**src/rtl/mmioPkg.sv**
```systemverilog
package mmioPkg;

	// Bus and storage sizes
	localparam int dataWidth = 32;
	localparam int addrWidth = 32;
	localparam int gpioWidth = 8;
	localparam int ramWords = 1024;
	localparam int ramIndexWidth = 10;

	// Peripheral page, one byte address per register
	localparam logic [addrWidth-1:0] addrSevenSeg = 32'd255;
	localparam logic [addrWidth-1:0] addrBootAddress = 32'd259;
	localparam logic [addrWidth-1:0] addrMsCounter = 32'd267;
	localparam logic [addrWidth-1:0] addrUsCounter = 32'd271;
	localparam logic [addrWidth-1:0] addrSwapRequest = 32'd275;
	localparam logic [addrWidth-1:0] addrGpioOut = 32'd283;
	localparam logic [addrWidth-1:0] addrGpioIn = 32'd287;

	// First byte of main RAM
	localparam logic [addrWidth-1:0] ramBase = 32'd1024;

	// Where the processor starts after reset
	localparam logic [dataWidth-1:0] bootAddressReset = 32'h3FC;

	// Clock cycles per tick of each time base
	localparam int msPrescale = 8333;
	localparam int usPrescale = 8;
	// Sized for the larger of the two prescalers
	localparam int prescaleWidth = $clog2(msPrescale);

	typedef enum logic [3:0] {
		none,
		sevenSeg,
		bootAddress,
		msCounter,
		usCounter,
		swapRequest,
		gpioOut,
		gpioIn,
		ram
	} regionT;

endpackage

```
**src/rtl/timeCounters.sv**
```systemverilog
`timescale 1ns/1ps

module timeCounters (
	input logic clk,
	input logic rst,
	output logic [mmioPkg::dataWidth-1:0] msCount,
	output logic [mmioPkg::dataWidth-1:0] usCount
);

	// Index 0 is the millisecond base, index 1 the microsecond base
	for (genvar i = 0; i < 2; i++) begin : genTick
		logic [mmioPkg::prescaleWidth-1:0] preCount;
		logic [mmioPkg::dataWidth-1:0] count;
		logic wrap;

		assign wrap = (preCount == mmioPkg::prescaleWidth'(
			((i == 0) ? mmioPkg::msPrescale : mmioPkg::usPrescale) - 1));

		always_ff @(posedge clk or negedge rst) begin
			if (rst == 1'b0) begin
				preCount <= '0;
				count <= '0;
			end
			else if (wrap) begin
				// End of a full prescale period
				preCount <= '0;
				count <= count + 1'b1;
			end
			else begin
				preCount <= preCount + 1'b1;
			end
		end

		if (i == 0) begin : genMs
			assign msCount = count;
		end
		else begin : genUs
			assign usCount = count;
		end
	end

endmodule

```
**config.mk**
```make
export PLATFORM = sky130hd
export DESIGN_NAME = timeCounters
export DESIGN_NICKNAME = d
export VERILOG_FILES = /design/src/rtl/mmioPkg.sv /design/src/rtl/timeCounters.sv
export SDC_FILE = /design/constraint.sdc
export NUM_CORES = 1
export LEC_CHECK = 0
export BUFFER_PORTS_ARGS = -buffer_cell sky130_fd_sc_hd__buf_2
export CORE_MARGIN = 4
export CORE_UTILIZATION = 50
export DETAILED_ROUTE_END_ITERATION = 7
export PLACE_DENSITY = 0.78
export SYNTH_ARGS = -nofsm -noshare
export SYNTH_HDL_FRONTEND = slang
export SYNTH_SLANG_ARGS = --single-unit
```
**constraint.sdc**
```tcl
create_clock -name clk -period 1.55 [get_ports clk]
set_input_delay 0.31 -clock clk [delete_from_list [all_inputs] [get_ports clk]]
set_output_delay 0.31 -clock clk [all_outputs]
set_load 0.05 [all_outputs]
```
==> results.md <==
- Final HPWL DP: 7.93 mm
- Warnings from Yosys: 0
- CTS root buffer: clkbuf_8
- Die Area: 10,700 µm²
- Crit path DAT: 2.10 ns
- Clock share of power: 42.4%
- GR Util All Layers: 22.4%
- Maxcap violations: 0
- Placed Instance Area: 5800 µm²
- Vias: 3,966
- CTS tree: yes
- Power per cell area: 634 nW/µm²
- Total grt overflow: 0
- Dpl cells: 649
- Worst Hold Class: input port to asynchronous set/reset pin
- Switch share: 22.0%
- Detailed-route vias per instance: 5.76
- First-pass GRT wire length: 19.0 mm
- Die H: 103 µm
- Port bufs: 65
- Combinational share of power: 1.5%
- DRT Pass-1 Iters: 4
- Leak: 3.72 nW
- Final min period: 1.83 ns
- Antenna violations before repair: 0
- Post-route setup slack: -0.277 ns
- Number of flops mapped to enable cells by yosys: 0
- Post-Syn Area: 4540 µm²
- Register share of total power: 56.1%
- H-tree depth: 3
- Syn_area_per_cell: 11.0 µm²
- Final hold viol count: 0
- Cell taking the most area after synthesis: dfrtp_1
- Max VDD drop: 580 µV
- Kind of critical path: flip-flop to flip-flop
- CTS max path bufs: 2
- Top cell type's share of synthesized area: 50.7%
- ANT nets after route: 0
- Violated checks: setup timing
- Clk sinks: 92
- Io pins: 66
- Number of global-route vias before repair: 3,895
- Critical path fanouts, max: 8
- Top-count cell post-synth: dfrtp_1
- Synth Flop Type: dfrtp_1
- Fraction of layout cells with a size suffix above 1: 55.0%
- Clock Latency Late Sink: 0.36 ns
- Syn nets: 420
- Filler Cell Count: 485
- Setup crit end kind: flip-flop
- Total Nets Final: 582
- GP Congestion: 0.843
- Fin area: 6730 µm²
- Final Skew: 0.0120 ns
- Area contributors post-synth: dfrtp_1 51%, xor2_1 11%, xnor2_1 5.4%
- Unrepaired setup endpoints after global routing: true
- Yosys cell types: 25
- 1st-iter DRT viols: 206
- Cts bufs inserted: 9
- Number of remaining DRC errors: 0
- Outcome: finished, violations left
- Fin crit share: 118%
- Pin count of the biggest net entering global routing: 45
- Initial cell density of the core: 51.9%
- Seq cells post-synth: 92
- Clock-pin transition on the worst setup and hold timing paths: 0.09 ns
- Post-synth ARST share: 100%
- FMAX: 547 MHz
- WL per Instance: 19.4 µm
- Tot Pwr: 4.27 mW
- Gate count after technology mapping: 413
- Psw: 0.938 mW
- Die width: 103 µm
- Layout area overhead: 48.2%
- Tightest Pin Transition: 0.389 ns
- Sequential share of the synthesized area: 50.7%
- Max Slew Vio Count: 0
- Pint: 3.33 mW
- Core Area: 8760 µm²
- Layout Cells excl Fill: 688
- Final wirelength: 13.4 mm
- Num rows: 34
- Worst path required time: 1.82 ns
- ANT cells: 0
- Final Util: 76.8%
- Normalized max-slew margin: 73.8%
- Final setup violation count: 65
- Crit path launch type: flip-flop
- Post-synth top cells: 92 x dfrtp_1, 58 x xor2_1, 37 x nand2_1
## worst paths after layout
path	slack, ns	start	cells after the start	end
max	-0.28	genTick[0].preCount[1]$_DFF_PN0_	8	msCount[25]$_DFFE_PN0N_
min	0.36	rst	2	msCount[6]$_DFFE_PN0N_
max reg2reg	-0.28	genTick[0].preCount[1]$_DFF_PN0_	8	msCount[25]$_DFFE_PN0N_
min reg2reg	0.48	msCount[31]$_DFFE_PN0N_	1	msCount[31]$_DFFE_PN0N_
max in group asynchronous	0.67	rst	3	usCount[2]$_DFFE_PN0N_
min in group clk	0.48	msCount[31]$_DFFE_PN0N_	1	msCount[31]$_DFFE_PN0N_
## metal layers
layer  track usage, %  part of all wire (%)
met1             29.2                    41
met2             38.2                    52
met3             3.02                   4.8
met4             8.37                   2.8
met5                0                     0
## through the flow
| step | setup TNS (ns) | hold slack [ns] | setup slack, ns |
|---|---|---|---|
| 2_1_floorplan | -3.99 | 0.0144 | -0.150 |
| 3_3_place_gp | -1.86 | 0.198 | -0.115 |
| 3_5_place_dp | -4.82 | 0.199 | -0.257 |
| 4_1_cts | -5.30 | 0.348 | -0.199 |
| 5_1_grt | -14.29 | 0.385 | -0.376 |
| 6_report | -8.69 | 0.359 | -0.277 |
## flip-flops by register name, summed over array words and instances, names as in the netlist
name / count
genTick.preCount: 28
msCount: 32
usCount: 32
## cell families (layout without fill, tap and decap cells)
logic type | Yosys count | in the layout | synth area share [%]
xor+xnor | 86 | 86 | 16.6
fa+ha+maj | 5 | 5 | 1.38
buf+inv | 24 | 190 | 2.51
flops | 92 | 92 | 50.7
simple gates | 206 | 207 | 28.9
## power groups by stage
stage	sequential (mW)	combinational, mW	clock, mW
after floorplan	2.45	0.00000119	0
after global placement	2.44	0.0642	0
after global routing	2.40	0.0747	1.96
final	2.40	0.0639	1.81
after CTS	2.40	0.0675	1.82
after detailed placement	2.44	0.0655	0
## final cells by class
class | count | area [µm²] | share of cell area [%]
inverters | 10 | 37.5 | 0.557
well taps | 108 | 135 | 2.01
multi-input cells | 298 | 2730 | 40.6
flip-flops and latches | 92 | 2370 | 35.1
clock buffers | 9 | 124 | 1.84
repair buffers | 164 | 1240 | 18.4
clock inverters | 7 | 98.8 | 1.47
## worst max-delay path, stage by stage, from the launching register on
cell,delay (ns)
dfrtp_1,0.40
inv_1,0.07
ha_1,0.15
and4bb_2,0.27
nand4_4,0.13
buf_12,0.19
buf_6,0.14
nor4_4,0.19
xor2_1,0.21
## layout by cell type, fill, tap and decap left out, drive strengths merged, types with 14 or more instances in the layout
| master | count |
|---|---|
| dfrtp | 92 |
| nand3 | 30 |
| nor3 | 22 |
| nand4 | 28 |
| nor2 | 21 |
| nand2 | 38 |
| and4 | 14 |
| xnor2 | 28 |
| xor2 | 58 |
| buf | 160 |
| nor4 | 31 |
## what timing repair did
| item | CTS | global route |
|---|---|---|
| gates resized for setup | 29 | 56 |
| cloned | 1 | 3 |
| pin swaps | 7 | 42 |
| hold buffers | 1 | 0 |
| endpoints found under the hold margin | 13 | 0 |
| setup endpoints to repair | 59 | 75 |
| setup buffers | 2 | 16 |
No activity file was read; power rests on OpenSTA's default activity.
