[src/rtl/mmioPkg.sv]
package mmioPkg;

	// Bus and storage sizes
	localparam int dataWidth = 32;
	localparam int addrWidth = 32;
	localparam int gpioWidth = 8;
	localparam int ramWords = 1024;
	localparam int ramIndexWidth = 10;

	// Peripheral page, one byte address per register
	localparam logic [addrWidth-1:0] addrSevenSeg = 32'd255;
	localparam logic [addrWidth-1:0] addrBootAddress = 32'd259;
	localparam logic [addrWidth-1:0] addrMsCounter = 32'd267;
	localparam logic [addrWidth-1:0] addrUsCounter = 32'd271;
	localparam logic [addrWidth-1:0] addrSwapRequest = 32'd275;
	localparam logic [addrWidth-1:0] addrGpioOut = 32'd283;
	localparam logic [addrWidth-1:0] addrGpioIn = 32'd287;

	// First byte of main RAM
	localparam logic [addrWidth-1:0] ramBase = 32'd1024;

	// Where the processor starts after reset
	localparam logic [dataWidth-1:0] bootAddressReset = 32'h3FC;

	// Clock cycles per tick of each time base
	localparam int msPrescale = 8333;
	localparam int usPrescale = 8;
	// Sized for the larger of the two prescalers
	localparam int prescaleWidth = $clog2(msPrescale);

	typedef enum logic [3:0] {
		none,
		sevenSeg,
		bootAddress,
		msCounter,
		usCounter,
		swapRequest,
		gpioOut,
		gpioIn,
		ram
	} regionT;

endpackage

[src/rtl/readMux.sv]
`timescale 1ns/1ps

module readMux (
	input logic clk,
	input logic rst,
	input mmioPkg::regionT region,
	input logic readEnable,
	input logic [mmioPkg::dataWidth-1:0] sevenSeg,
	input logic [mmioPkg::dataWidth-1:0] bootAddress,
	input logic swapRequest,
	input logic [mmioPkg::gpioWidth-1:0] gpioOut,
	input logic [mmioPkg::gpioWidth-1:0] gpioInSync,
	input logic [mmioPkg::dataWidth-1:0] msCount,
	input logic [mmioPkg::dataWidth-1:0] usCount,
	input logic [mmioPkg::dataWidth-1:0] ramData,
	output logic [mmioPkg::dataWidth-1:0] readData
);

	mmioPkg::regionT regionQ;
	logic readQ;

	always_ff @(posedge clk or negedge rst) begin
		if (rst == 1'b0) begin
			regionQ <= mmioPkg::none;
			readQ <= 1'b0;
		end
		else begin
			regionQ <= region;
			readQ <= readEnable;
		end
	end

	// Narrow sources are zero-extended to a full word
	always_comb begin
		readData = '0;
		if (readQ) begin
			case (regionQ)
				mmioPkg::sevenSeg: readData = sevenSeg;
				mmioPkg::bootAddress: readData = bootAddress;
				mmioPkg::msCounter: readData = msCount;
				mmioPkg::usCounter: readData = usCount;
				mmioPkg::swapRequest: readData = {{(mmioPkg::dataWidth-1){1'b0}}, swapRequest};
				mmioPkg::gpioOut: readData = {{(mmioPkg::dataWidth-mmioPkg::gpioWidth){1'b0}}, gpioOut};
				mmioPkg::gpioIn: readData = {{(mmioPkg::dataWidth-mmioPkg::gpioWidth){1'b0}}, gpioInSync};
				mmioPkg::ram: readData = ramData;
				default: readData = '0;
			endcase
		end
	end

	// Bus stays quiet in any cycle that does not follow a read
	idleReadZero: assert property (
		@(posedge clk) disable iff (rst == 1'b0)
		!$past(readEnable) |-> (readData == '0)
	);

endmodule

[config.mk]
export PLATFORM = sky130hd
export DESIGN_NAME = readMux
export DESIGN_NICKNAME = d
export VERILOG_FILES = /design/src/rtl/mmioPkg.sv /design/src/rtl/readMux.sv
export SDC_FILE = /design/constraint.sdc
export NUM_CORES = 1
export LEC_CHECK = 0
export BUFFER_PORTS_ARGS = -buffer_cell sky130_fd_sc_hd__buf_4
export CORE_MARGIN = 8
export CORE_UTILIZATION = 32
export DETAILED_ROUTE_END_ITERATION = 8
export GPL_ROUTABILITY_DRIVEN = 0
export PLACE_DENSITY = 0.71
export SLEW_MARGIN = 25
export SYNTH_ARGS = -nofsm -noshare
export SYNTH_HDL_FRONTEND = slang
export SYNTH_SLANG_ARGS = --single-unit
[constraint.sdc]
create_clock -name clk -period 2.15 [get_ports clk]
set_input_delay 0.43 -clock clk [delete_from_list [all_inputs] [get_ports clk]]
set_output_delay 0.43 -clock clk [all_outputs]
set_load 0.01 [all_outputs]
==> impl_results.md <==
* Worst EP required at 1.72 ns
* Root Driver: clkbuf_8
* Leak pwr at 2.13 nW
* Width of the die at around 100 um
* Final core utilization at 62.5%
* Slew @ Worst Pin at 0.295 ns
* Routed Antenna Nets at 0
* Hold path startpoint: region[2]
* Setup TNS at -1.50 ns
* CTS tree: done
* Row count at 31
* Tmin final at around 2.2 ns
* Wire per inst at around 19 um
* Most frequent cells in the layout: buf_4 (229), and3b_1 (60), mux2_2 (27)
* Most common cell after layout, fill and taps aside: buf_4
* Via-to-Cell Ratio at 5.37
* Crit end category: output port
* Grt total ovfl at 0
* Top-area cell type share of the netlist area at ~23%
* Met2 Use GR at between 30% and 40%
* Fmax at around 450 MHz
* Critical Path Source Type: register
* GRT Overall Usage at between 20% and 30%
* Initial antenna violation count at 0
* Synth unique cells at 32
* VDD IR-drop max at around 0.12 mV
* TritonCTS Sinks at 5
* Syn Area/Cell at ~8.0 um^2
* NumNets Final at slightly below 700
* Ys async rst share at 100%
* Hold Path Class: in -> reg
* Launch point of the worst path: regionQ[2]
* P_int at approximately 0.66 mW
* Clock power share at between 10% and 20%
* Clock H-tree levels at 1
* Outcome: complete, but fails checks
* Setup WS post-layout at -0.0655 ns
* Yosys warning count at 0
* DRT Wirelength at 11,600 um
* Dominant synthesized flop cell: dfrtp_1
* Die area at ~10,000 um^2
* GR Util met3 at between 5 and 6%
* Number of global-route vias before repair at approximately 3,400
* Cell accounting for the most synthesized area: and3b_1
* Number of diodes at 0
* Core Region at roughly 7000 um^2
* Vias at approximately 3,300
* #FFs+latches synth at 5
* Number of flops mapped to enable cells by yosys at 0
* Mapped Cells at just under 300
* Leading post-synthesis cells by cell area: and3b_1 (23%), mux2_2 (13%), nand4bb_1 (6.2%)
* Post-route DRC at 0
* Fraction of layout cells with a size suffix above 1 at about three fifths
* Fin. Hold Viols at 0
* Placement Cell Area at 4070 um^2
* Crit path kind: reg -> out
* CTS Buf Count at 3
* DIE HEIGHT at approximately 100 um
* HPWL after detailed placement at 8730 um
* Pin count of the biggest net entering global routing at between 70 and 80
* Sw power at slightly above 0.3 mW
* Part of the power in combinational logic at 70.5%
* Met1 usage at 21.6%
* PwrDens at approximately 210 nW/um^2
* Failing checks: setup timing
* Filler Cells Inserted at between 600 and 700
* Worst slew margin at roughly four fifths
* Post-Syn Area at between 2000 and 2500 um^2
* Global-route wire length before repair at approximately 17,000 um
* Number of port buffers at between 200 and 250
* Crit path DAT at roughly 1.8 ns
* Seq/Total Area, Yosys at 5.32%
* Final setup fails at 32
* Initial detailed-routing violation count at slightly below 100
* Drt first pass iters at 4
* Fin. max-slew vios at 0
* Area delta synth->final at 90.6%
* Seq pwr share at between 10 and 15%
* CTS Buffer Depth at 2
* RSZ-0062 raised after global routing: true
* Synthesized Nets at between 400 and 500
* Share of the clock period used by the worst path at 103%
* Starting Density at 32.8%
* Crit Path Max Fanout at 18
* CTS clk-pin slew, worst paths at about 0.04 ns
* Max-cap violations at 0
* Post-Layout Inst Area at between 4000 and 5000 um^2
* Switch share at between 30% and 40%
* Most Crowded Layer GR: met2
* Io pins at 216
critical path, cell delays in order, from the launching register on:
cell	delay, ns
dfrtp_2	0.47
or4_1	0.54
nand3_2	0.15
buf_12	0.17
a31oi_1	0.06
buf_4	0.16
path summary, 6_finish.rpt:
kind | depth (start not counted) | slack (ns) | endpoint
max | 5 | -0.07 | readData[25]
min | 1 | 0.32 | regionQ[2]
max in group asynchronous | 2 | 1.48 | regionQ[3]
min in group asynchronous | 2 | 0.55 | readQ
layout make-up:
class                   count  area (um^2)  share of cell area (%)
clock buffers               4         45.0                    1.00
well taps                  99          124                    2.76
repair buffers            251         2080                    46.4
flip-flops and latches      5          130                    2.90
multi-input cells         249         2110                    47.0
per-layer routing:
metal | up-vias | wire length, um
li1 | 1582 | -
met1 | 1511 | 4380
met2 | 152 | 5900
met3 | 20 | 1060
met4 | 0 | 254
met5 | - | 0
synth_stat cells (all sizes together), types with 2 or more instances:
| master | number |
|---|---|
| nand4 | 3 |
| a32oi | 2 |
| nor4b | 3 |
| a41oi | 2 |
| mux2 | 27 |
| nand4bb | 13 |
| and3b | 61 |
| nand2 | 18 |
| nand3b | 4 |
| clkbuf | 17 |
| a22oi | 16 |
| dfrtp | 5 |
| o21ai | 30 |
| a31oi | 18 |
| nor2 | 3 |
| a21o | 14 |
| buf | 24 |
| a21oi | 12 |
| nand4b | 14 |
| nand3 | 2 |
| a211o | 2 |
metrics by stage:
stage / setup WS, ns / hold WS, ns / power (mW) / instances
final: -0.0655 / 0.319 / 0.961 / 608
after global routing: -0.160 / 0.313 / 1.02 / 608
after CTS: -0.0632 / 0.314 / 0.927 / 602
after detailed placement: 0.0866 / 0.233 / 0.718 / 585
after global placement: 0.157 / 0.233 / 0.707 / 585
after floorplan: 0.320 / 0.134 / 0.378 / 295
power groups by stage:
| stage | Sequential [mW] | Combinational, mW | Clock [mW] |
|---|---|---|---|
| 2_1_floorplan | 0.103 | 0.276 | 0 |
| 3_3_place_gp | 0.114 | 0.593 | 0 |
| 3_5_place_dp | 0.114 | 0.604 | 0 |
| 4_1_cts | 0.109 | 0.642 | 0.176 |
| 5_1_grt | 0.111 | 0.726 | 0.183 |
| 6_report | 0.110 | 0.677 | 0.173 |
repair_timing:
item | in CTS | in global routing
buffers inserted | 9 | 4
pin swaps | 15 | 16
cloned | 3 | 2
gates resized for setup | 19 | 29
hold buffers | 1 | 0
hold endpoints to repair | 2 | 0
endpoints found under the setup margin | 32 | 32
sequential cells by signal (all words and copies together), names as in the netlist:
register,flops
readQ,1
regionQ,4
kinds of logic (layout without fill, tap and decap cells):
logic type | count (synthesis) | in the layout | synth area share [%]
AOI/OAI and AO/OA | 97 | 97 | 26.4
and+or+nand+nor | 125 | 125 | 44.3
buffers and inverters | 41 | 255 | 11.0
muxes | 27 | 27 | 12.9
DFF | 5 | 5 | 5.32
(Power assumes the default switching activity.)
