File: src/rtl/mmioPkg.sv
package mmioPkg;

	// Bus and storage sizes
	localparam int dataWidth = 32;
	localparam int addrWidth = 32;
	localparam int gpioWidth = 8;
	localparam int ramWords = 1024;
	localparam int ramIndexWidth = 10;

	// Peripheral page, one byte address per register
	localparam logic [addrWidth-1:0] addrSevenSeg = 32'd255;
	localparam logic [addrWidth-1:0] addrBootAddress = 32'd259;
	localparam logic [addrWidth-1:0] addrMsCounter = 32'd267;
	localparam logic [addrWidth-1:0] addrUsCounter = 32'd271;
	localparam logic [addrWidth-1:0] addrSwapRequest = 32'd275;
	localparam logic [addrWidth-1:0] addrGpioOut = 32'd283;
	localparam logic [addrWidth-1:0] addrGpioIn = 32'd287;

	// First byte of main RAM
	localparam logic [addrWidth-1:0] ramBase = 32'd1024;

	// Where the processor starts after reset
	localparam logic [dataWidth-1:0] bootAddressReset = 32'h3FC;

	// Clock cycles per tick of each time base
	localparam int msPrescale = 8333;
	localparam int usPrescale = 8;
	// Sized for the larger of the two prescalers
	localparam int prescaleWidth = $clog2(msPrescale);

	typedef enum logic [3:0] {
		none,
		sevenSeg,
		bootAddress,
		msCounter,
		usCounter,
		swapRequest,
		gpioOut,
		gpioIn,
		ram
	} regionT;

endpackage

File: src/rtl/controlRegisters.sv
`timescale 1ns/1ps

module controlRegisters (
	input logic clk,
	input logic rst,
	input logic [mmioPkg::dataWidth-1:0] writeData,
	input logic sevenSegWrite,
	input logic bootWrite,
	input logic swapWrite,
	input logic gpioWrite,
	input logic frameDone,
	input logic [mmioPkg::gpioWidth-1:0] gpioIn,
	output logic [mmioPkg::dataWidth-1:0] sevenSeg,
	output logic [mmioPkg::dataWidth-1:0] bootAddress,
	output logic swapRequest,
	output logic [mmioPkg::gpioWidth-1:0] gpioOut,
	output logic [mmioPkg::gpioWidth-1:0] gpioInSync,
	output logic displayBuffer
);

	logic swapNow;

	// Swap happens only at the end of a frame with a request pending
	assign swapNow = frameDone && swapRequest;

	// Display word and boot address
	always_ff @(posedge clk or negedge rst) begin
		if (rst == 1'b0) begin
			sevenSeg <= '0;
			bootAddress <= mmioPkg::bootAddressReset;
		end
		else begin
			if (sevenSegWrite)
				sevenSeg <= writeData;
			if (bootWrite)
				bootAddress <= writeData;
		end
	end

	// Buffer swap request and the displayed buffer
	always_ff @(posedge clk or negedge rst) begin
		if (rst == 1'b0) begin
			swapRequest <= 1'b0;
			displayBuffer <= 1'b0;
		end
		else begin
			// A fresh write beats the clear at frame end
			if (swapWrite)
				swapRequest <= writeData[0];
			else if (swapNow)
				swapRequest <= 1'b0;
			if (swapNow)
				displayBuffer <= ~displayBuffer;
		end
	end

	// GPIO out keeps the low bits, GPIO in is sampled every cycle
	always_ff @(posedge clk or negedge rst) begin
		if (rst == 1'b0) begin
			gpioOut <= '0;
			gpioInSync <= '0;
		end
		else begin
			if (gpioWrite)
				gpioOut <= writeData[mmioPkg::gpioWidth-1:0];
			gpioInSync <= gpioIn;
		end
	end

	// The visible buffer must never flip mid-frame
	displayBufferOnFrame: assert property (
		@(posedge clk) disable iff (rst == 1'b0)
		$changed(displayBuffer) |-> $past(frameDone)
	);

endmodule

File: config.mk
export PLATFORM = sky130hd
export DESIGN_NAME = controlRegisters
export DESIGN_NICKNAME = d
export VERILOG_FILES = /design/src/rtl/mmioPkg.sv /design/src/rtl/controlRegisters.sv
export SDC_FILE = /design/constraint.sdc
export NUM_CORES = 1
export LEC_CHECK = 0
export BUFFER_PORTS_ARGS = -buffer_cell sky130_fd_sc_hd__buf_2
export CAP_MARGIN = 0
export CORE_MARGIN = 2
export CORE_UTILIZATION = 52
export DETAILED_ROUTE_END_ITERATION = 12
export PLACE_DENSITY = 0.85
export SKIP_LAST_GASP = 1
export SYNTH_ARGS = -nofsm -noshare
export SYNTH_HDL_FRONTEND = slang
export SYNTH_SLANG_ARGS = --single-unit
File: constraint.sdc
create_clock -name clk -period 1.9 [get_ports clk]
set_clock_uncertainty 0.2 [all_clocks]
set_input_delay 0.285 -clock clk [delete_from_list [all_inputs] [get_ports clk]]
set_output_delay 0.285 -clock clk [all_outputs]
set_load 0.005 [all_outputs]
==> reports/metrics.csv <==
stage,metric,value,unit
synthesis,Yosys cell types,11,
critical_path,kind of end point of the critical path,flop,
die,CORE AREA,5990,µm²
critical_path,arrival time worst endpoint,1.70,ns
timing,Final Slew Violations,0,
finish,Diodes inserted,0,
finish,post-route cell area,4560,µm²
timing,Final min period,1.63,ns
finish,layout cells sized above 1,0.652,
drt,DRC violations left,0,
clock_network,H-tree Lvls,3,
placement,Post-DP HPWL,4240,µm
synthesis,synthesized cell area,3270,µm²
drt,Vias/cell,4.79,
grt,largest net degree at the start of global routing,48,
timing,Least-Margin Pin Slew,0.429,ns
grt,number of global-route vias before repair,2161,
finish,layout net count,390,
power,P_leak,2.32,nW
timing,TNS Setup,0,ns
synthesis,Synth Net Count,215,
finish,filler cell count,348,
timing,unrepaired setup endpoints after global routing,false,
grt,first-pass GRT wire length,11100,µm
clock_network,PostCTS Resize Cnt,0,
critical_path,Reg2Reg Depth,3,
drt,drt total wl,6770,µm
critical_path,register-to-register setup slack,0.46,ns
synthesis,Syn Area/Cell,19.5,µm²
grt,Global Route Usage Sum,0.203,
clock_network,CTS tree,built,
placement,gpl congestion,0.733,
die,Initial Util,0.546,
finish,"non-filler cells, final",423,
placement,I/O Buffers,128,
power,pwr dens,893,nW/µm²
hold_path,Worst Hold Endpoint,bootAddress[5],
grt,gr ovfl total,0,
drt,Antenna Nets Post-Route,0,
hold_path,hold path cells,2,
die,die area,6940,µm²
die,Die Width,83.3,µm
placement,Post-DP Area,3930,µm²
timing,Slew Limit Headroom,0.714,
clock_network,Clk Tree Root Cell,clkbuf_8,
clock_network,maximum buffer depth of the clock tree,2,
synthesis,Yosys warnings,0,
critical_path,Worst R2R End,swapRequest,
die,num ports,129,
clock_network,CTS buffer count,9,
synthesis,#FFs+latches synth,82,
drt,via count,2026,
power,Pwr Total,0.00407,W
drt,First DRT Iteration DRCs,62,
die,die height,83.3,µm
grt,initial antenna violation count,0,
run,Max Cap Viol,0,
critical_path,"Max FO, Critical Path",2,
clock_network,"Reg clk slew, reported paths",0.08,ns
hold_path,Hold Crit Start,writeData[5],
drt,drt first pass iters,4,
placement,Placed Cells,366,
clock_network,CTS sink count,82,
status,status,"finished, final reports clean",
drt,WL/cell,16.0,µm
finish,area grow syn2layout,39.3,%
power,peak supply drop,0.567,mV
critical_path,Worst R2R Start,swapRequest,
clock_network,"Clk Latency, worst-skew pair",0.33,ns
critical_path,Worst EP required,1.97,ns
synthesis,sequential fraction of the synthesis area,0.630,
synthesis,Mapped Cells,168,
timing,Hold Fails Final Rpt,0,
hold_path,hold crit path type,primary input to flop,
critical_path,crit start category,primary input,
timing,hold_ws,0.0279,ns
critical_path,CP Class,primary input to flop,
timing,f_max,0.613,GHz
timing,Final period util,0.859,
timing,Setup Viol. Count Final,0,
die,Rows,28,
[logic make-up (layout without fill, tap and decap cells)]
logic type	after synthesis	in the layout	synth area share
flip-flops	82	82	0.630
multiplexers	72	72	0.317
buffers and inverters	9	189	0.0451
AND/OR/NAND/NOR	3	3	0.00421
AO/OA/AOI/OAI	1	1	0.00153
XOR/XNOR	1	1	0.00268
[worst max path at each step]
stage	to	cells past startpoint	slack, ns	startpoint
after CTS	swapRequest	4	0.37	frameDone
after detailed placement	bootAddress[0]	3	0.55	bootWrite
final	swapRequest	4	0.27	frameDone
after global routing	swapRequest	4	0.28	frameDone
after global placement	bootAddress[31]	3	0.57	bootWrite
after floorplan	bootAddress[10]	3	0.75	bootWrite
[placed cells by master, fill, tap and decap left out]
cell type / count
xnor2_1: 1
clkinvlp_4: 1
dlygate4sd3_1: 41
buf_2: 127
clkbuf_1: 1
nand2b_1: 1
dfrtp_1: 74
mux2_2: 12
clkbuf_8: 10
mux2_4: 60
o21ai_0: 1
bufinv_16: 2
dfstp_2: 8
nand2_1: 2
buf_4: 2
buf_12: 3
clkinv_2: 2
[area by class of cell]
type / count / area, µm² / area share
well taps: 75 / 93.8 / 0.0206
repair buffers: 173 / 1120 / 0.246
clock inverters: 5 / 77.6 / 0.0170
clock buffers: 11 / 141 / 0.0310
flip-flops and latches: 82 / 2060 / 0.452
multi-input cells: 77 / 1060 / 0.233
[metrics by stage]
| stage | util | setup slack [ns] |
|---|---|---|
| after floorplan | - | 0.748 |
| after global placement | 0.656 | 0.568 |
| after detailed placement | 0.656 | 0.555 |
| after CTS | 0.758 | 0.373 |
| after global routing | 0.761 | 0.279 |
| final | 0.761 | 0.268 |
[cells in the mapped netlist (all sizes together)]
cell type | count | area [µm²]
nand2b | 1 | 6.26
dfrtp | 74 | 1850
buf | 9 | 148
dfstp | 8 | 210
xnor2 | 1 | 8.76
nand2 | 2 | 7.51
o21ai | 1 | 5.00
mux2 | 72 | 1040
[metal layers]
metal | share of wire | vias up | wire length (µm) | global-route usage
met4 | 0.0075 | 0 | 51 | 0.0596
li1 | - | 925 | - | -
met3 | 0.062 | 4 | 420 | 0.0676
met2 | 0.48 | 84 | 3270 | 0.309
met1 | 0.45 | 1013 | 3030 | 0.280
met5 | 0 | - | 0 | 0
[worst max-delay path: stages]
cell	delay, ns
dlygate4sd3_1	0.54
buf_2	0.13
o21ai_0	0.16
dlygate4sd3_1	0.58
[repair_timing]
| action | 4_1_cts | 5_1_grt |
|---|---|---|
| hold buffers | 39 | 2 |
| buffers inserted | 0 | 0 |
| endpoints found under the hold margin | 141 | 3 |
[sequential cells by signal, indices dropped and copies added, names as in the netlist]
| name | cells |
|---|---|
| sevenSeg | 32 |
| bootAddress | 32 |
| gpioOut | 8 |
| swapRequest | 1 |
| gpioInSync | 8 |
| displayBuffer | 1 |
[power breakdown]
group | internal (W) | switching [W]
Sequential | 0.00193 | 0.000100
Combinational | 0.000436 | 0.000248
Clock | 0.000772 | 0.000584
Power figures use the tool's default switching activity.
