[src/rtl/mmioPkg.sv]
package mmioPkg;

	// Bus and storage sizes
	localparam int dataWidth = 32;
	localparam int addrWidth = 32;
	localparam int gpioWidth = 8;
	localparam int ramWords = 1024;
	localparam int ramIndexWidth = 10;

	// Peripheral page, one byte address per register
	localparam logic [addrWidth-1:0] addrSevenSeg = 32'd255;
	localparam logic [addrWidth-1:0] addrBootAddress = 32'd259;
	localparam logic [addrWidth-1:0] addrMsCounter = 32'd267;
	localparam logic [addrWidth-1:0] addrUsCounter = 32'd271;
	localparam logic [addrWidth-1:0] addrSwapRequest = 32'd275;
	localparam logic [addrWidth-1:0] addrGpioOut = 32'd283;
	localparam logic [addrWidth-1:0] addrGpioIn = 32'd287;

	// First byte of main RAM
	localparam logic [addrWidth-1:0] ramBase = 32'd1024;

	// Where the processor starts after reset
	localparam logic [dataWidth-1:0] bootAddressReset = 32'h3FC;

	// Clock cycles per tick of each time base
	localparam int msPrescale = 8333;
	localparam int usPrescale = 8;
	// Sized for the larger of the two prescalers
	localparam int prescaleWidth = $clog2(msPrescale);

	typedef enum logic [3:0] {
		none,
		sevenSeg,
		bootAddress,
		msCounter,
		usCounter,
		swapRequest,
		gpioOut,
		gpioIn,
		ram
	} regionT;

endpackage

[src/rtl/addressDecoder.sv]
`timescale 1ns/1ps

module addressDecoder (
	input logic [mmioPkg::addrWidth-1:0] address,
	input logic writeEnable,
	output mmioPkg::regionT region,
	output logic sevenSegWrite,
	output logic bootWrite,
	output logic swapWrite,
	output logic gpioWrite,
	output logic ramWrite
);

	logic [mmioPkg::addrWidth-1:0] ramOffset;
	logic inRam;

	// RAM window is ramBase up to four bytes per word past it
	always_comb begin
		ramOffset = address - mmioPkg::ramBase;
		inRam = (address >= mmioPkg::ramBase) &&
			(ramOffset[mmioPkg::addrWidth-1:mmioPkg::ramIndexWidth+2] == '0);
	end

	always_comb begin
		if (inRam) begin
			region = mmioPkg::ram;
		end
		else begin
			case (address)
				mmioPkg::addrSevenSeg: region = mmioPkg::sevenSeg;
				mmioPkg::addrBootAddress: region = mmioPkg::bootAddress;
				mmioPkg::addrMsCounter: region = mmioPkg::msCounter;
				mmioPkg::addrUsCounter: region = mmioPkg::usCounter;
				mmioPkg::addrSwapRequest: region = mmioPkg::swapRequest;
				mmioPkg::addrGpioOut: region = mmioPkg::gpioOut;
				mmioPkg::addrGpioIn: region = mmioPkg::gpioIn;
				// Keyboard range and everything else land here
				default: region = mmioPkg::none;
			endcase
		end
	end

	// Only writable targets get a strobe
	assign sevenSegWrite = writeEnable && (region == mmioPkg::sevenSeg);
	assign bootWrite = writeEnable && (region == mmioPkg::bootAddress);
	assign swapWrite = writeEnable && (region == mmioPkg::swapRequest);
	assign gpioWrite = writeEnable && (region == mmioPkg::gpioOut);
	assign ramWrite = writeEnable && (region == mmioPkg::ram);

endmodule

[config.mk]
export PLATFORM = sky130hd
export DESIGN_NAME = addressDecoder
export DESIGN_NICKNAME = d
export VERILOG_FILES = /design/src/rtl/mmioPkg.sv /design/src/rtl/addressDecoder.sv
export SDC_FILE = /design/constraint.sdc
export NUM_CORES = 1
export LEC_CHECK = 0
export ABC_AREA = 1
export BUFFER_PORTS_ARGS = -buffer_cell sky130_fd_sc_hd__buf_4
export CAP_MARGIN = 0
export CORE_MARGIN = 4
export CORE_UTILIZATION = 49
export DETAILED_ROUTE_END_ITERATION = 8
export PLACE_DENSITY_LB_ADDON = 0.25
export SYNTH_ARGS = -nofsm -noshare
export SYNTH_HDL_FRONTEND = slang
export SYNTH_SLANG_ARGS = --single-unit
[constraint.sdc]
create_clock -name vclk -period 3.2
set_clock_uncertainty 0.1 [all_clocks]
set_input_delay 0.64 -clock vclk [all_inputs]
set_output_delay 0.64 -clock vclk [all_outputs]
set_load 0.05 [all_outputs]
==> results of run 1 <==
[stage by stage]
| step | setup WS (ns) | area, sq um | util [%] |
|---|---|---|---|
| 2_1_floorplan | 0.0928 | 678 | - |
| 3_3_place_gp | 0.493 | 1000 | 77.2 |
| 3_5_place_dp | 0.468 | 1000 | 77.2 |
| 4_1_cts | 0.468 | 1000 | 77.2 |
| 5_1_grt | 0.298 | 1000 | 77.2 |
| 6_report | 0.468 | 1000 | 77.2 |
[cells by family after synthesis]
logic type | Yosys count
AO/OA/AOI/OAI | 5
buffers and inverters | 19
AND/OR/NAND/NOR | 120
XOR/XNOR | 1
[cell usage in the layout, fill, tap and decap left out, drive strengths merged]
cell type | netlist | layout
a21o | 1 | 1
a21oi | 1 | 1
and2 | 1 | 1
and3 | 1 | 1
buf | 1 | 42
clkinv | 1 | 1
inv | 17 | 17
nand2 | 51 | 51
nand3 | 14 | 14
nand4 | 3 | 3
nor2 | 47 | 47
nor3 | 3 | 3
o21ai | 2 | 2
o311ai | 1 | 1
xor2 | 1 | 1
[metal layers]
layer / track usage [%] / up-vias / part of all wire [%]
met2: 37.0 / 33 / 46
met1: 26.6 / 411 / 45
met4: 3.51 / 0 / 1.3
met3: 1.20 / 4 / 7.7
met5: 0 / - / 0
li1: - / 532 / -
[final cells by class]
class / instances / area, sq um
fill: 125 / 297
inverter: 18 / 67.6
multi-input combinational: 126 / 603
tap: 15 / 18.8
timing repair buffer: 42 / 315
[final timing paths]
check / startpoint / to / slack [ns] / depth (start not counted)
hold / removal: writeEnable / ramWrite / 1.56 / 4
setup / recovery: address[16] / ramWrite / 0.47 / 11
[where the power goes]
part	internal, mW	total, mW	switching [mW]
Combinational	0.0381	0.0755	0.0374
Sequential	0	0	0
Clock	0	0	0
Total	0.0381	0.0755	0.0374
==> impl_metrics.tcl, run 1 <==
set metrics [dict create \
    status "complete, no violations" \
    core_area_sq_um 1300 \
    synth_area_leaders "nand2_1, nor2_1, inv_1" \
    via_per_inst 4.88 \
    netlist_area_sq_um 678 \
    dpl.cell_count 201 \
    finalCriticalPeriod_ns 2.73 \
    synth_warnings 0 \
    p_per_area_nw_per_um2 75.2 \
    syn_inst 145 \
    synth_top_family_by_area "simple AND/OR/NAND/NOR gates" \
    drc 0 \
    yosysUniqueCellTypes 21 \
    drive_above_1_share_pct 30.1 \
    cp_data_arrival_time_ns 1.99 \
    area_growth_syn_to_layout_pct 48.2 \
    gp_congestion 0.932 \
    synthXorXnorAreaFrac_pct 1.29 \
    syn-num-nets 178 \
    nClkBuffers 0 \
    synth_largest_type_area_fraction_pct 27.1 \
    yosys.area_share.simple_pct 83.0 \
    holdWs_ns 1.56 \
    synth-adder-area-share_pct 0 \
    start_util_pct 52.1 \
    path_cells "buf_4 > nor2_1 > nand2_2 > nor2_8 > nand3_2 > nand2_1 > nand2_1 > nor2_2 > nand4_1 > nor2_1 > buf_4" \
    crit_fanout 6 \
    cts_resized 0 \
    grt_setup_unrepaired "false" \
    critPathBufInv 2 \
    synth_compound_area_share_pct 4.61 \
    rows 13 \
    die_height_um 45.2 \
    synth_common_cells "nand2_1, nor2_1, inv_1" \
    synth_seq_area_share_pct 0 \
    power.leakage_nw 0.560 \
    finalWirelength_mm 1.93 \
    die_w_um 45.2 \
    period_share_pct 85.4 \
    slowest_stage "buf_4" \
    synth_most_common_cell "nand2_1" \
    grt_pass1_wl_mm 3.37 \
    grt_max_degree 7 \
    critical_path_class "primary input to output pin" \
    detail_route.wl_per_cell_um 9.58 \
    die_area_sq_um 2040 \
    ff_latch_area_sq_um 0 \
    track_usage_pct 20.5 \
    slowest_delay_ns 0.21 \
    setup_viol 0 \
    grt_pass1_vias 918 \
    ant_nets 0 \
    port_buffers 42 \
    p_total_uw 75.5 \
    crit_path_start_kind "primary input" \
    instances_no_fill 201 \
    vias 980 \
    fmax_mhz 366 \
    ios 42 \
    cp-end-kind "output pin" \
    grt-ovfl-total 0 \
    postCtsHoldBufs 0 \
    slew_violations 0 \
    crit_family "simple AND/OR/NAND/NOR gates" \
    worst_pin_slew_ns 0.261 \
    hold_class "primary input to output pin" \
    maxSlewHeadroom_pct 82.3 \
    dr.pass1.iters 4 \
    cap_violations 0 \
    final_nets 221 \
    antenna_found_initial 0 \
    antenna_cells 0 \
    drtIter0Drc 20 \
    muxShareOfSynthArea_pct 0 \
    hold_violations 0 \
    ir_drop_mv 0.0526 \
    dp_hpwl_mm 1.75 \
    postCtsSetupRepairBufs 0 \
    seq_cell_count 0 \
    tns_ns 0 \
    crit_required_ns 2.46 \
    syn-mean-instance-area_sq_um 4.68 \
    synth_top_cell_by_area "nand2_1" \
]
No activity file was read; power rests on OpenSTA's default activity.
==> inputs of run 2 (changes only) <==
--- a/config.mk
+++ b/config.mk
@@ -8,8 +8,10 @@
 export ABC_AREA = 1
 export BUFFER_PORTS_ARGS = -buffer_cell sky130_fd_sc_hd__buf_4
 export CAP_MARGIN = 0
+export CELL_PAD_IN_SITES_DETAIL_PLACEMENT = 2
+export CELL_PAD_IN_SITES_GLOBAL_PLACEMENT = 2
 export CORE_MARGIN = 4
-export CORE_UTILIZATION = 49
+export CORE_UTILIZATION = 21
 export DETAILED_ROUTE_END_ITERATION = 8
 export PLACE_DENSITY_LB_ADDON = 0.25
 export SYNTH_ARGS = -nofsm -noshare
==> run 2 against run 1 <==
  * Critical path depth unchanged
  * Routed wire length up 51%
  * Via count increased by 7.4%
  * Combinational power up 5.3%
  * Global-route usage down 6.0 points
  * Largest cell class unchanged
  * Maximum frequency is 2.7% lower
  * Core utilization down 43 points
  * Highest routed layer is now met3
  * First-iteration DRC count rose by 65%
  * Design area is 3.6% higher
  * Flip-flop and latch count did not move
==> impl_metrics.tcl, run 2 (synthesis results as in run 1) <==
set metrics [dict create \
    final_common_cell "nand2_1" \
    via_per_inst 4.58 \
    die_height_um 64.8 \
    drc 0 \
    crit_fanout 4 \
    port_buffers 42 \
    drive_above_1_share_pct 30.1 \
    status "complete, no violations" \
    grt_max_degree 7 \
    area_growth_syn_to_layout_pct 53.5 \
    postCtsSetupRepairBufs 0 \
    cts_resized 0 \
    cp_data_arrival_time_ns 2.07 \
    ant_nets 0 \
    holdWs_ns 1.56 \
    drtIter0Drc 33 \
    postCtsHoldBufs 0 \
    cap_violations 0 \
    finalCriticalPeriod_ns 2.81 \
    final_nets 221 \
    grt_setup_unrepaired "false" \
    ios 42 \
    dr.pass1.iters 2 \
    finalWirelength_mm 2.92 \
    seq_cell_count 0 \
    p_per_area_nw_per_um2 76.4 \
    critical_path_class "primary input to output pin" \
    power.leakage_nw 0.560 \
    worst_pin_slew_ns 0.270 \
    gp_congestion 0.873 \
    crit_required_ns 2.46 \
    crit_path_start_kind "primary input" \
    mostFrequentLayoutCells "nand2_1, buf_4, nor2_1" \
    slowest_stage "nor2_1" \
    die_area_sq_um 4200 \
    grt-ovfl-total 0 \
    dpl_cell_area_sq_um 1040 \
    grt_pass1_vias 1162 \
    hold_class "primary input to output pin" \
    setup_viol 0 \
    crit_top_cell "nand2_1" \
    ir_drop_mv 0.0258 \
    path_cells "buf_4 > nor2_4 > nand2_1 > nor2_1 > nand2_1 > nand2_1 > nand4_1 > nor2_2 > nand4_1 > nor2_1 > buf_4" \
    maxSlewHeadroom_pct 81.7 \
    crit_family "simple AND/OR/NAND/NOR gates" \
    track_usage_pct 14.5 \
    fmax_mhz 356 \
    tns_ns 0 \
    period_share_pct 87.7 \
    die_w_um 64.8 \
    rows 20 \
    final_cell_area_sq_um 1040 \
    ff_latch_area_sq_um 0 \
    grt_pass1_wl_mm 5.10 \
    slowest_delay_ns 0.20 \
    dp_hpwl_mm 2.76 \
    core_area_sq_um 3080 \
    detail_route.wl_per_cell_um 12.7 \
    nClkBuffers 0 \
    hold_violations 0 \
    antenna_cells 0 \
    start_util_pct 22.0 \
    slew_violations 0 \
    vias 1053 \
    cp-end-kind "output pin" \
    critPathBufInv 2 \
    antenna_found_initial 0 \
    fillers 422 \
]
[run 2: where the power goes]
part	internal (mW)	total (mW)	leakage (nW)	switching [mW]
Combinational	0.0383	0.0795	0.560	0.0413
Clock	0	0	0	0
Sequential	0	0	0	0
Total	0.0383	0.0795	0.560	0.0413
[run 2: worst paths after layout]
check                 cells past startpoint  endpoint  slack (ns)   startpoint
worst max-delay path                     11  ramWrite        0.39  address[11]
worst min-delay path                      4  ramWrite        1.56  writeEnable
[run 2: routing by layer]
metal	track usage, %	vias to the layer above	part of all wire (%)
met4	0	0	0
met5	0	-	0
met1	18.6	489	44
met3	1.04	0	5.8
met2	27.7	31	51
li1	-	533	-
[run 2: per-stage QoR]
step	cells	utilization [%]	power, mW	setup slack, ns
2_1_floorplan	145	-	0.0302	0.0928
3_3_place_gp	230	33.8	0.0764	0.446
3_5_place_dp	230	33.8	0.0804	0.369
4_1_cts	230	33.8	0.0807	0.366
5_1_grt	230	33.8	0.0897	0.202
6_report	230	33.8	0.0795	0.393
[run 2: cell type report]
type	instances	area [sq um]	area share, %
inverter	18	67.6	6.49
multi-input combinational	126	603	57.9
tap	44	55.1	5.29
timing repair buffer	42	315	30.3
